`src/rtl/rv_pkg.sv`:
```
//--------------------------------------------------------------------------
// shared widths, opcodes and instruction word views for the rv core slice
// every module pulls these in with a wildcard import of rv_pkg
//--------------------------------------------------------------------------
package rv_pkg;

    // sizes ------------------------------------------------------------------
    localparam int XLEN       = 32;                // data path width
    localparam int REG_ADDR_W = 5;                 // register index width
    localparam int IPB_DEPTH  = 4;                 // prefetch entries, power of two
    localparam int IPB_PTR_W  = $clog2(IPB_DEPTH); // prefetch pointer width

    localparam logic [XLEN-1:0] BOOT_ADDR = 32'h0000_0100; // first fetch address

    // major opcodes ----------------------------------------------------------
    localparam logic [6:0] OPC_OP     = 7'b0110011; // reg-reg alu ops
    localparam logic [6:0] OPC_OP_IMM = 7'b0010011; // reg-imm alu ops

    // funct3 codes
    localparam logic [2:0] F3_ADD  = 3'b000; // add / sub
    localparam logic [2:0] F3_SLL  = 3'b001; // shift left
    localparam logic [2:0] F3_SLT  = 3'b010; // signed less-than
    localparam logic [2:0] F3_SLTU = 3'b011; // unsigned less-than
    localparam logic [2:0] F3_XOR  = 3'b100;
    localparam logic [2:0] F3_SR   = 3'b101; // srl / sra
    localparam logic [2:0] F3_OR   = 3'b110;
    localparam logic [2:0] F3_AND  = 3'b111;

    localparam logic [6:0] F7_ALT = 7'b0100000; // picks sub and sra

    // one instruction word, two decodings
    typedef union packed {
        struct packed {
            logic [6:0]            funct7;
            logic [REG_ADDR_W-1:0] rs2;
            logic [REG_ADDR_W-1:0] rs1;
            logic [2:0]            funct3;
            logic [REG_ADDR_W-1:0] rd;
            logic [6:0]            opcode;
        } r;                                    // register-register view
        struct packed {
            logic [11:0]           imm12;
            logic [REG_ADDR_W-1:0] rs1;
            logic [2:0]            funct3;
            logic [REG_ADDR_W-1:0] rd;
            logic [6:0]            opcode;
        } i;                                    // register-immediate view
    } instr_u;

endpackage

```
`src/rtl/rv_fetch.sv`:
```
//--------------------------------------------------------------------------
// instruction fetch engine, one read on the instruction bus at a time
// only requests when the prefetch buffer has room for the answer
//--------------------------------------------------------------------------
`timescale 1ns/100ps

module rv_fetch
    import rv_pkg::*;
(
    input  logic                clk_i,
    input  logic                rst_n_i,
    input  logic [XLEN-1:0]     i_bus_rdata_i, // fetched word
    input  logic                i_bus_ack_i,   // read done, data valid
    input  logic [IPB_PTR_W:0]  free_i,        // empty buffer slots
    output logic [XLEN-1:0]     i_bus_addr_o,  // held until ack
    output logic                i_bus_re_o,    // one-cycle read pulse
    output logic                fetch_we_o,    // push into buffer
    output logic [XLEN-1:0]     fetch_word_o,
    output logic [XLEN-1:0]     fetch_pc_o
);

    logic [XLEN-1:0]    pc_q;   // address of current / next read
    logic               pend_q; // read in flight
    logic               re_q;
    logic               done;   // in-flight read answered now
    logic               busy;   // in-flight read still waiting
    logic [IPB_PTR_W:0] space;  // room left after this cycle's push
    logic               issue;

    assign done  = pend_q & i_bus_ack_i;
    assign busy  = pend_q & ~i_bus_ack_i;
    assign space = free_i - {{IPB_PTR_W{1'b0}}, done}; // reserve slot for answer
    assign issue = ~busy & (space != '0);

    // request control --------------------------------------------------------
    always_ff @(posedge clk_i) begin
        if (!rst_n_i) begin
            pc_q   <= BOOT_ADDR;
            pend_q <= 1'b0;
            re_q   <= 1'b0;
        end else begin
            re_q   <= issue;         // back-to-back after ack if room
            pend_q <= issue | busy;
            if (done) begin
                pc_q <= pc_q + 32'd4; // sequential only
            end
        end
    end

    assign i_bus_addr_o = pc_q;
    assign i_bus_re_o   = re_q;

    // answer goes straight to the buffer, tagged with its pc
    assign fetch_we_o   = done;
    assign fetch_word_o = i_bus_rdata_i;
    assign fetch_pc_o   = pc_q;

endmodule

```
`src/rtl/rv_ipb.sv`:
```
//--------------------------------------------------------------------------
// instruction prefetch buffer, circular FIFO of words and their pcs
// head entry is shown combinationally, push and pop may share a cycle
//--------------------------------------------------------------------------
`timescale 1ns/100ps

module rv_ipb
    import rv_pkg::*;
(
    input  logic               clk_i,
    input  logic               rst_n_i,
    input  logic               push_i,      // caller guarantees room
    input  logic [XLEN-1:0]    push_word_i,
    input  logic [XLEN-1:0]    push_pc_i,
    input  logic               pop_i,
    output logic               avail_o,     // not empty
    output logic [XLEN-1:0]    word_o,      // head word
    output logic [XLEN-1:0]    pc_o,        // head pc
    output logic [IPB_PTR_W:0] free_o       // empty slots
);

    logic [XLEN-1:0]      word_mem [IPB_DEPTH];
    logic [XLEN-1:0]      pc_mem   [IPB_DEPTH];
    logic [IPB_PTR_W-1:0] wr_ptr;
    logic [IPB_PTR_W-1:0] rd_ptr;
    logic [IPB_PTR_W:0]   count;  // occupancy
    logic                 do_pop;

    assign avail_o = (count != '0);
    assign do_pop  = pop_i & avail_o; // ignore pop when empty
    assign word_o  = word_mem[rd_ptr];
    assign pc_o    = pc_mem[rd_ptr];
    assign free_o  = (IPB_PTR_W+1)'(IPB_DEPTH) - count;

    // storage
    always_ff @(posedge clk_i) begin
        if (push_i) begin
            word_mem[wr_ptr] <= push_word_i;
            pc_mem[wr_ptr]   <= push_pc_i;
        end
    end

    // pointers and count -----------------------------------------------------
    always_ff @(posedge clk_i) begin
        if (!rst_n_i) begin
            wr_ptr <= '0;
            rd_ptr <= '0;
            count  <= '0;
        end else begin
            if (push_i) begin
                wr_ptr <= wr_ptr + 1'b1; // wraps, depth is 2^n
            end
            if (do_pop) begin
                rd_ptr <= rd_ptr + 1'b1;
            end
            case ({push_i, do_pop})
                2'b10:   count <= count + 1'b1;
                2'b01:   count <= count - 1'b1;
                default: count <= count; // both or neither
            endcase
        end
    end

endmodule

```
`src/rtl/rv_regfile.sv`:
```
//--------------------------------------------------------------------------
// integer register file, 32 x XLEN, two async read ports, one write port
//--------------------------------------------------------------------------
`timescale 1ns/100ps

module rv_regfile
    import rv_pkg::*;
(
    input  logic                  clk_i,
    input  logic                  we_i,
    input  logic [REG_ADDR_W-1:0] waddr_i,
    input  logic [XLEN-1:0]       wdata_i,
    input  logic [REG_ADDR_W-1:0] raddr1_i,
    input  logic [REG_ADDR_W-1:0] raddr2_i,
    output logic [XLEN-1:0]       rdata1_o,
    output logic [XLEN-1:0]       rdata2_o
);

    logic [XLEN-1:0] regs [32];

    always_ff @(posedge clk_i) begin
        if (we_i && (waddr_i != '0)) begin // x0 never written
            regs[waddr_i] <= wdata_i;
        end
    end

    // x0 forced to zero on read
    assign rdata1_o = (raddr1_i == '0) ? '0 : regs[raddr1_i];
    assign rdata2_o = (raddr2_i == '0) ? '0 : regs[raddr2_i];

endmodule

```
`src/rtl/rv_exec.sv`:
```
//--------------------------------------------------------------------------
// execute stage, pops the buffer head, runs the rv32i alu ops, writes back
// retirement shows on the wb trace port for one cycle, halt stops popping
//--------------------------------------------------------------------------
`timescale 1ns/100ps

module rv_exec
    import rv_pkg::*;
(
    input  logic                  clk_i,
    input  logic                  rst_n_i,
    input  logic                  db_halt_req_i,
    input  logic                  avail_i,    // buffer not empty
    input  logic [XLEN-1:0]       word_i,     // head instruction
    input  logic [XLEN-1:0]       pc_i,       // head pc
    output logic                  pop_o,
    output logic                  debug_o,    // halted
    output logic                  wb_valid_o, // retire strobe
    output logic                  wb_we_o,    // retire wrote a register
    output logic [REG_ADDR_W-1:0] wb_rd_o,
    output logic [XLEN-1:0]       wb_data_o,
    output logic [XLEN-1:0]       wb_pc_o
);

    instr_u                ir;
    logic                  is_op;    // reg-reg
    logic                  is_imm;   // reg-imm
    logic                  alt;      // sub / sra
    logic                  wr_en;
    logic                  do_pop;
    logic [REG_ADDR_W-1:0] rd;
    logic [XLEN-1:0]       rs1_val;
    logic [XLEN-1:0]       rs2_val;
    logic [XLEN-1:0]       imm_sext;
    logic [XLEN-1:0]       opb;      // second alu operand
    logic [4:0]            shamt;
    logic [XLEN-1:0]       sra_res;
    logic [XLEN-1:0]       res;

    // decode -----------------------------------------------------------------
    assign ir       = word_i;
    assign is_op    = (ir.r.opcode == OPC_OP);
    assign is_imm   = (ir.i.opcode == OPC_OP_IMM);
    assign rd       = ir.r.rd;                                     // same slot in both views
    assign imm_sext = {{(XLEN-12){ir.i.imm12[11]}}, ir.i.imm12};
    assign opb      = is_op ? rs2_val : imm_sext;
    assign shamt    = opb[4:0];                                   // low 5 bits only
    assign alt      = is_op ? (ir.r.funct7 == F7_ALT) : (ir.i.imm12[11:5] == F7_ALT);
    assign wr_en    = (is_op | is_imm) & (rd != '0);              // unsupported or x0 -> no write
    assign do_pop   = avail_i & ~debug_o;
    assign pop_o    = do_pop;

    rv_regfile u_regfile (
        .clk_i    (clk_i),
        .we_i     (do_pop & wr_en),
        .waddr_i  (rd),
        .wdata_i  (res),
        .raddr1_i (ir.r.rs1),
        .raddr2_i (ir.r.rs2),  // don't care for imm ops
        .rdata1_o (rs1_val),
        .rdata2_o (rs2_val)
    );

    // alu --------------------------------------------------------------------
    assign sra_res = $signed(rs1_val) >>> shamt; // kept apart to stay signed

    always_comb begin
        case (ir.r.funct3)
            F3_ADD:  res = (is_op && alt) ? (rs1_val - opb) : (rs1_val + opb); // addi never subs
            F3_SLL:  res = rs1_val << shamt;
            F3_SLT:  res = {{(XLEN-1){1'b0}}, ($signed(rs1_val) < $signed(opb))};
            F3_SLTU: res = {{(XLEN-1){1'b0}}, (rs1_val < opb)};
            F3_XOR:  res = rs1_val ^ opb;
            F3_SR:   res = alt ? sra_res : (rs1_val >> shamt);
            F3_OR:   res = rs1_val | opb;
            default: res = rs1_val & opb; // F3_AND
        endcase
    end

    // halt and retire strobes
    always_ff @(posedge clk_i) begin
        if (!rst_n_i) begin
            debug_o    <= 1'b0;
            wb_valid_o <= 1'b0;
            wb_we_o    <= 1'b0;
        end else begin
            debug_o    <= db_halt_req_i;   // one cycle late
            wb_valid_o <= do_pop;
            wb_we_o    <= do_pop & wr_en;
        end
    end

    // trace payload, only meaningful with wb_valid_o
    always_ff @(posedge clk_i) begin
        if (do_pop) begin
            wb_rd_o   <= rd;
            wb_data_o <= res;
            wb_pc_o   <= pc_i;
        end
    end

endmodule

```
`src/rtl/rv_core.sv`:
```
//--------------------------------------------------------------------------
// core top, fetch -> prefetch buffer -> execute, bus and trace to outside
//--------------------------------------------------------------------------
`timescale 1ns/100ps

module rv_core
    import rv_pkg::*;
(
    input  logic                  clk_i,
    input  logic                  rst_n_i,
    input  logic [XLEN-1:0]       i_bus_rdata_i,
    input  logic                  i_bus_ack_i,
    input  logic                  db_halt_req_i,
    output logic [XLEN-1:0]       i_bus_addr_o,
    output logic                  i_bus_re_o,
    output logic                  debug_o,
    output logic                  wb_valid_o,
    output logic                  wb_we_o,
    output logic [REG_ADDR_W-1:0] wb_rd_o,
    output logic [XLEN-1:0]       wb_data_o,
    output logic [XLEN-1:0]       wb_pc_o
);

    logic [IPB_PTR_W:0] ipb_free;   // buffer room back to fetch
    logic               fetch_we;
    logic [XLEN-1:0]    fetch_word;
    logic [XLEN-1:0]    fetch_pc;
    logic               ipb_avail;
    logic [XLEN-1:0]    ipb_word;   // head to execute
    logic [XLEN-1:0]    ipb_pc;
    logic               exec_pop;

    // fetch ------------------------------------------------------------------
    rv_fetch u_fetch (
        .clk_i         (clk_i),
        .rst_n_i       (rst_n_i),
        .i_bus_rdata_i (i_bus_rdata_i),
        .i_bus_ack_i   (i_bus_ack_i),
        .free_i        (ipb_free),
        .i_bus_addr_o  (i_bus_addr_o),
        .i_bus_re_o    (i_bus_re_o),
        .fetch_we_o    (fetch_we),
        .fetch_word_o  (fetch_word),
        .fetch_pc_o    (fetch_pc)
    );

    rv_ipb u_ipb (
        .clk_i       (clk_i),
        .rst_n_i     (rst_n_i),
        .push_i      (fetch_we),
        .push_word_i (fetch_word),
        .push_pc_i   (fetch_pc),
        .pop_i       (exec_pop),
        .avail_o     (ipb_avail),
        .word_o      (ipb_word),
        .pc_o        (ipb_pc),
        .free_o      (ipb_free)
    );

    // execute ----------------------------------------------------------------
    rv_exec u_exec (
        .clk_i         (clk_i),
        .rst_n_i       (rst_n_i),
        .db_halt_req_i (db_halt_req_i),
        .avail_i       (ipb_avail),
        .word_i        (ipb_word),
        .pc_i          (ipb_pc),
        .pop_o         (exec_pop),
        .debug_o       (debug_o),
        .wb_valid_o    (wb_valid_o),
        .wb_we_o       (wb_we_o),
        .wb_rd_o       (wb_rd_o),
        .wb_data_o     (wb_data_o),
        .wb_pc_o       (wb_pc_o)
    );

endmodule

```
`config.mk`:
```
export PLATFORM = sky130hd
export DESIGN_NAME = rv_core
export DESIGN_NICKNAME = d
export VERILOG_FILES = /design/src/rtl/rv_pkg.sv /design/src/rtl/rv_fetch.sv /design/src/rtl/rv_ipb.sv /design/src/rtl/rv_regfile.sv /design/src/rtl/rv_exec.sv /design/src/rtl/rv_core.sv
export SDC_FILE = /design/constraint.sdc
export NUM_CORES = 2
export LEC_CHECK = 0
export ABC_AREA = 1
export ABC_CLOCK_PERIOD_IN_PS = 12100
export BUFFER_PORTS_ARGS = -buffer_cell sky130_fd_sc_hd__clkbuf_2
export CORE_MARGIN = 2
export CORE_UTILIZATION = 45
export DETAILED_ROUTE_END_ITERATION = 8
export PLACE_DENSITY = 0.57
export SETUP_SLACK_MARGIN = 0.02
export SYNTH_ARGS = -nofsm -noshare
export SYNTH_HDL_FRONTEND = slang
export SYNTH_SLANG_ARGS = --single-unit
```
`constraint.sdc`:
```
create_clock -name clk_i -period 12.1 [get_ports clk_i]
set_input_delay 2.42 -clock clk_i [delete_from_list [all_inputs] [get_ports clk_i]]
set_output_delay 2.42 -clock clk_i [all_outputs]
set_load 0.005 [all_outputs]
```
### Word-level counts from Yosys, hierarchy flattened

Memory sizes are Yosys's and may differ from the RTL's. A register that Yosys moved wholly into a read port is not among the register bits.
Index checks and enable logic that the tools add are counted.

| storage, ports and cells | value |
|---|---|
| latch bits | 0 |
| bits of input ports | 36 |
| logic and storage cells | 76 |
| memory bits (read-only) | 0 |
| memories kept | 3 |
| bits in writable memories | 1,280 |
| register bits | 81 |
| output and inout port bits | 105 |

Memory list:

| name | depth | width | rd ports | clocked after Yosys merged registers in | wr ports | line | source |
|---|---|---|---|---|---|---|---|
| u_exec.u_regfile.regs | 32 | 32 | 2 | 0 | 1 | rv_regfile.sv:19 | `logic [XLEN-1:0] regs [32];` |
| u_ipb.pc_mem | 4 | 32 | 1 | 1 | 1 | rv_ipb.sv:23 | `logic [XLEN-1:0] pc_mem [IPB_DEPTH];` |
| u_ipb.word_mem | 4 | 32 | 1 | 1 | 1 | rv_ipb.sv:22 | `logic [XLEN-1:0] word_mem [IPB_DEPTH];` |

| operators by class | value |
|---|---|
| multiplexer cells | 13 |
| reductions and logical operators | 9 |
| bitwise operators | 15 |
| order comparisons | 2 |
| multipliers | 0 |
| add/subtract/negate cells | 9 |
| shift-type cells | 3 |
| div/mod/pow operators | 0 |
| equality and inequality tests | 11 |

Operator list:

| operator | number |
|---|---|
| $pmux W32 S7 | 1 |
| $mux W32 | 5 |
| $lt A32 B32 Y1 | 2 |
| $add A32 B3 Y32 const B | 1 |
| $add A32 B32 Y32 | 1 |
| $and A32 B32 Y32 | 1 |
| $or A32 B32 Y32 | 1 |
| $shl A32 B5 Y32 | 1 |
| $shr A32 B5 Y32 | 1 |
| $sshr A32 B5 Y32 | 1 |
| $sub A32 B32 Y32 | 1 |
| $xor A32 B32 Y32 | 1 |
| $eq A7 B6 Y1 const B | 2 |
| $logic_not A5 Y1 | 2 |
| $eq A3 B3 Y1 const B | 3 |
| $and A1 B1 Y1 | 7 |
| $eq A7 B5 Y1 const B | 1 |
| $eq A3 B2 Y1 const B | 2 |
| $pmux W3 S2 | 1 |
| $reduce_bool A3 Y1 | 2 |
| $reduce_bool A5 Y1 | 1 |
| $add A2 B1 Y2 const B | 2 |
| $mux W1 | 4 |
| $mux W2 | 2 |
| other kinds (12) | 16 |

### Longest topological paths before layout

| depth | value |
|---|---|
| depth in word-level cells | 7 |
| mapped depth | 43 |
| mapped depth without buffers | 38 |

### Hierarchy

Synthesis repeated with hierarchy kept, for this count alone.

| second synthesis, totals | value |
|---|---|
| cells, all modules | 9,038 |
| area, all modules | 75,839.0 um^2 |

Modules (own cells, without submodules):

| module | seq. area each (um^2) | cells an instance | area each (um^2) | times used |
|---|---|---|---|---|
| rv_regfile | 30,749.5 | 5,972 | 51,687.1 | 1 |
| rv_exec | 2,132.0 | 2,064 | 12,014.0 | 1 |
| rv_ipb | 7,867.5 | 683 | 9,982.1 | 1 |
| rv_fetch | 640.6 | 319 | 2,155.8 | 1 |

### Worst setup path before layout

No wires, ideal clock.

| path | value |
|---|---|
| path type | flip-flop to flip-flop |
| start | register u_ipb.count[1] |
| end | memory u_exec.u_regfile.regs[10][0], enable pin |
| data required time | 11,679 ps |
| clock period less this slack | 6,259 ps |
| arrival time | 5,838 ps |
| cell stages (with the launch flop) | 9 |
| path slack | 5,841 ps |
| library setup time | 421 ps |
| buffers on the path | 0 |
| cell sequence | dfxtp_1 nor3_1 nor2_1 inv_1 nor3_1 inv_1 nor2_1 nand2_1 nor2_1 |

| between the ends | value |
|---|---|
| word-level cells in the longest chain between the ends | 6 |

Ends and longest elaborated chain:

| item | line | source |
|---|---|---|
| from (decl) | rv_ipb.sv:26 | `logic [IPB_PTR_W:0] count;` |
| from (signal assigned) | rv_ipb.sv:57 | `2'b10: count <= count + 1'b1;` |
| from (signal assigned) | rv_ipb.sv:58 | `2'b01: count <= count - 1'b1;` |
| from (signal assigned) | rv_ipb.sv:59 | `default: count <= count;` |
| $reduce_bool A3 Y1 | rv_ipb.sv:29 | `assign avail_o = (count != '0);` |
| $and A1 B1 Y1 | rv_exec.sv:50 | `assign do_pop = avail_i & ~debug_o;` |
| via exec_pop | rv_core.sv:31 | `logic exec_pop;` |
| $and A1 B1 Y1 | rv_exec.sv:55 | `.we_i (do_pop & wr_en),` |
| $logic_and A1 B1 Y1 | rv_regfile.sv:22 | `if (we_i && (waddr_i != '0)) begin` |
| $mux W1 | rv_regfile.sv:22 |  |
| $mux W1 (implied by the code) | rv_regfile.sv:23 | `regs[waddr_i] <= wdata_i;` |
| to (decl) | rv_regfile.sv:19 |  |

The timed path passes the listed nets, and every way through them passes these cells.

==> flow_summary.ini <==
[critical_path]
cp.arrival_ns = 9.72
critPathSlowestCell = o21ai_0
crit_path_end_kind = flip-flop
cp.required_ns = 12.60
worstSetupPathType = reg -> reg
reg2reg_slack_ns = 2.87
cpMostUsedCell = nand2_1
worst_setup_path_start_kind = flip-flop
rr_endpoint = u_exec.u_regfile.regs[17][18]
path_max_fanout = 62
reg2reg_depth = 32
slowest_delay_ns = 0.73

[detailed_routing]
routed_wl_mm = 307
antenna_left = 0
vias = 66200
wire_per_inst_um = 29.1
drcViolationCount = 0
drt-initial-drc-count = 10800
first_pass_iters = 9
vias_per_cell = 6.26

[timing]
layout_min_cycle_time_ns = 9.23
max_freq_ghz = 0.108
fin_crit_sh_pct = 76.3
rsz0062_at_grt = false
finalHoldViolations = 0
tns_ns = 0
worst_pin_slew_ns = 1.39
setup_viol = 0
fin_skew_ns = 0.0394
slew_headroom_pct = 6.78
fin_hold_ws_ns = 0.498
worst_slack_ns = 2.87
drv_slew = 0

[cells_and_area]
area_growth_pct = 9.84
nets = 8408
drive_gt1_share_pct = 8.10
stdcell_count = 10600
nFillCells = 15400

[place]
dp_slack_ns = 3.20
hpwl_mm = 179
gp_routability_congestion = 1.01
numPortBuffers = 136
dp.cells = 10300

[yosys]
synth_warnings = 0
synth_edf_count = 1339
async_flop_share_pct = 0
synth_seq_area_share_pct = 55.1
ys_seq_elements = 1383
netlist_area_mm2 = 0.0745
synth.avg_cell_area_um2 = 8.90
synth_cell_types = 65
syn_inst = 8370
synth_ff_type = edfxtp_1

[floorplanning]
die-area_mm2 = 0.169
core_region_area_mm2 = 0.165
rows = 149
io-pin-count = 141
chipWidth_um = 411
die_y_um = 411
initial_core_util_pct = 45.2

[clock_network]
clkSinkCount = 1383
path_clk_slew_ns = 0.06
htree_levels = 4
cts-buffers-inserted = 154
clockBufferDepth = 3
cts_resized = 0
clk_latency_ns = 0.82
cts_tree = built
cts_root_buffer = clkbuf_16
hold_buffers = 0
post_cts_buffers = 0

[flow_run]
maxCapViolations = 0

[global_routing]
grt_usage_pct = 35.7
use_met2_pct = 53.5
grt_pass1_wl_mm = 439
antenna_found_initial = 6
met1_usage_pct = 48.8
grt-ovfl-total = 0
grt_max_degree = 195
busiest_layer = met2
use_met3_pct = 7.74
grt_pass1_vias = 61600

[hold_path]
hold_depth = 2
min-delay-start = u_fetch.pend_q
holdPathEnd = u_fetch.pend_q
hold_path_class = reg -> reg

[run_status]
outcome = completed
[routing by layer]
metal,share of wire [%],wire (um)
met5,0.022,67
met4,5.8,17700
met3,12,36500
met2,43,133000
met1,39,120000
[critical path: cells and delay by family, from the launching register on]
kind | cells | cell delay, ns
and+or+nand+nor | 16 | 3.07
buffers and inverters | 9 | 2.81
AOI/OAI and AO/OA | 6 | 2.22
adders and majority gates | 1 | 0.34
DFF | 1 | 0.30
[cell usage after synthesis, types with 5 or more instances]
| cell | count | share of area (%) |
|---|---|---|
| nand4_1 | 26 | 0.22 |
| buf_6 | 33 | 0.50 |
| o21ai_0 | 262 | 1.8 |
| or2_2 | 14 | 0.12 |
| buf_4 | 69 | 0.70 |
| ha_1 | 110 | 1.8 |
| a21oi_1 | 318 | 2.1 |
| nand2_2 | 12 | 0.10 |
| buf_1 | 29 | 0.15 |
| nand2_1 | 2593 | 13 |
| and3_1 | 27 | 0.23 |
| o31ai_1 | 26 | 0.26 |
| inv_2 | 25 | 0.13 |
| nand3_1 | 1729 | 12 |
| nor3_1 | 25 | 0.17 |
| o2111ai_1 | 6 | 0.071 |
| dfxtp_1 | 44 | 1.2 |
| o21a_1 | 9 | 0.091 |
| clkbuf_1 | 183 | 0.92 |
| o211ai_1 | 96 | 0.97 |
| a32oi_1 | 5 | 0.059 |
| nor2_2 | 6 | 0.050 |
| xor2_1 | 19 | 0.22 |
| o21ai_1 | 24 | 0.16 |
| nor2_1 | 404 | 2.0 |
| nor4_1 | 16 | 0.13 |
| nand3_2 | 38 | 0.51 |
| o22ai_1 | 39 | 0.33 |
| o221ai_1 | 12 | 0.14 |
| buf_2 | 274 | 1.8 |
| edfxtp_1 | 1339 | 54 |
| inv_1 | 366 | 1.8 |
| a31oi_1 | 7 | 0.059 |
| a32o_1 | 121 | 1.6 |
[cells by family (layout without fill, tap and decap cells)]
logic type,count (synthesis),after routing,synth area share [%]
buffers and inverters,987,967,6.15
other,1,37,0.00503
adders and majority gates,113,113,1.93
DFF,1383,1383,55.1
xor gates and xnor gates,21,21,0.247
and+or+nand+nor,4915,4915,28.5
AOI/OAI and AO/OA,950,950,8.00
[stage by stage]
| step | instance area, um^2 | util [%] |
|---|---|---|
| after floorplan | 74700 | - |
| after global placement | 76800 | 46.6 |
| after detailed placement | 76800 | 46.6 |
| after CTS | 81900 | 49.7 |
| after global routing | 81900 | 49.7 |
| final | 81900 | 49.7 |
[registers in the layout, summed over array words and instances (netlist names), named ones only]
register and count:
u_ipb.pc_mem 120, u_exec.debug_o 1, u_fetch.fetch_pc_o 30, u_fetch.pend_q 1, u_ipb.wr_ptr 2, u_exec.wb_pc_o 30
u_fetch.i_bus_re_o 1, u_exec.wb_valid_o 1, u_ipb.count 3, u_exec.wb_we_o 1, u_ipb.word_mem 128, u_ipb.rd_ptr 2
u_exec.u_regfile.regs 1024, u_exec.wb_rd_o 5, u_exec.wb_data_o 32
[how the worst max path moves through the flow]
stage | start | to | slack, ns | cells after the start
2_1_floorplan | u_ipb.count[1] | u_exec.u_regfile.regs[10][0] | 5.84 | 8
3_3_place_gp | flip-flop | u_exec.wb_data_o[18] | 3.22 | 32
3_5_place_dp | flip-flop | u_exec.wb_data_o[18] | 3.20 | 32
4_1_cts | flip-flop | u_exec.u_regfile.regs[17][18] | 3.18 | 32
5_1_grt | flip-flop | u_exec.u_regfile.regs[17][18] | 2.50 | 33
6_report | flip-flop | u_exec.u_regfile.regs[17][18] | 2.87 | 32
[cell usage in the layout, fill, tap and decap left out, types with 36 or more instances in the layout]
cell,Yosys,final
a21oi_1,318,301
a32o_1,121,121
buf_4,69,142
clkbuf_1,183,37
clkbuf_16,0,158
clkbuf_2,0,136
clkinv_1,4,39
conb_1,1,36
dfxtp_1,44,42
edfxtp_1,1339,1339
ha_1,110,110
inv_1,366,366
nand2_1,2593,2589
nand3_1,1729,1729
nand3_2,38,37
nor2_1,404,360
nor2_4,3,43
o211ai_1,96,96
o21ai_0,262,262
o22ai_1,39,39
[layout make-up]
type	count	area, um^2	area share (%)
multi-input cells	6035	29500	36.1
well taps	2189	2740	3.35
flip-flops and latches	1383	41100	50.2
inverters	397	1510	1.85
clock inverters	83	883	1.08
clock buffers	199	4150	5.07
repair buffers	288	1950	2.38
diodes	1	2.50	0.00306
Power is not shown: default switching activity piles up to over one toggle a cycle in this logic, so the estimate is an artifact.
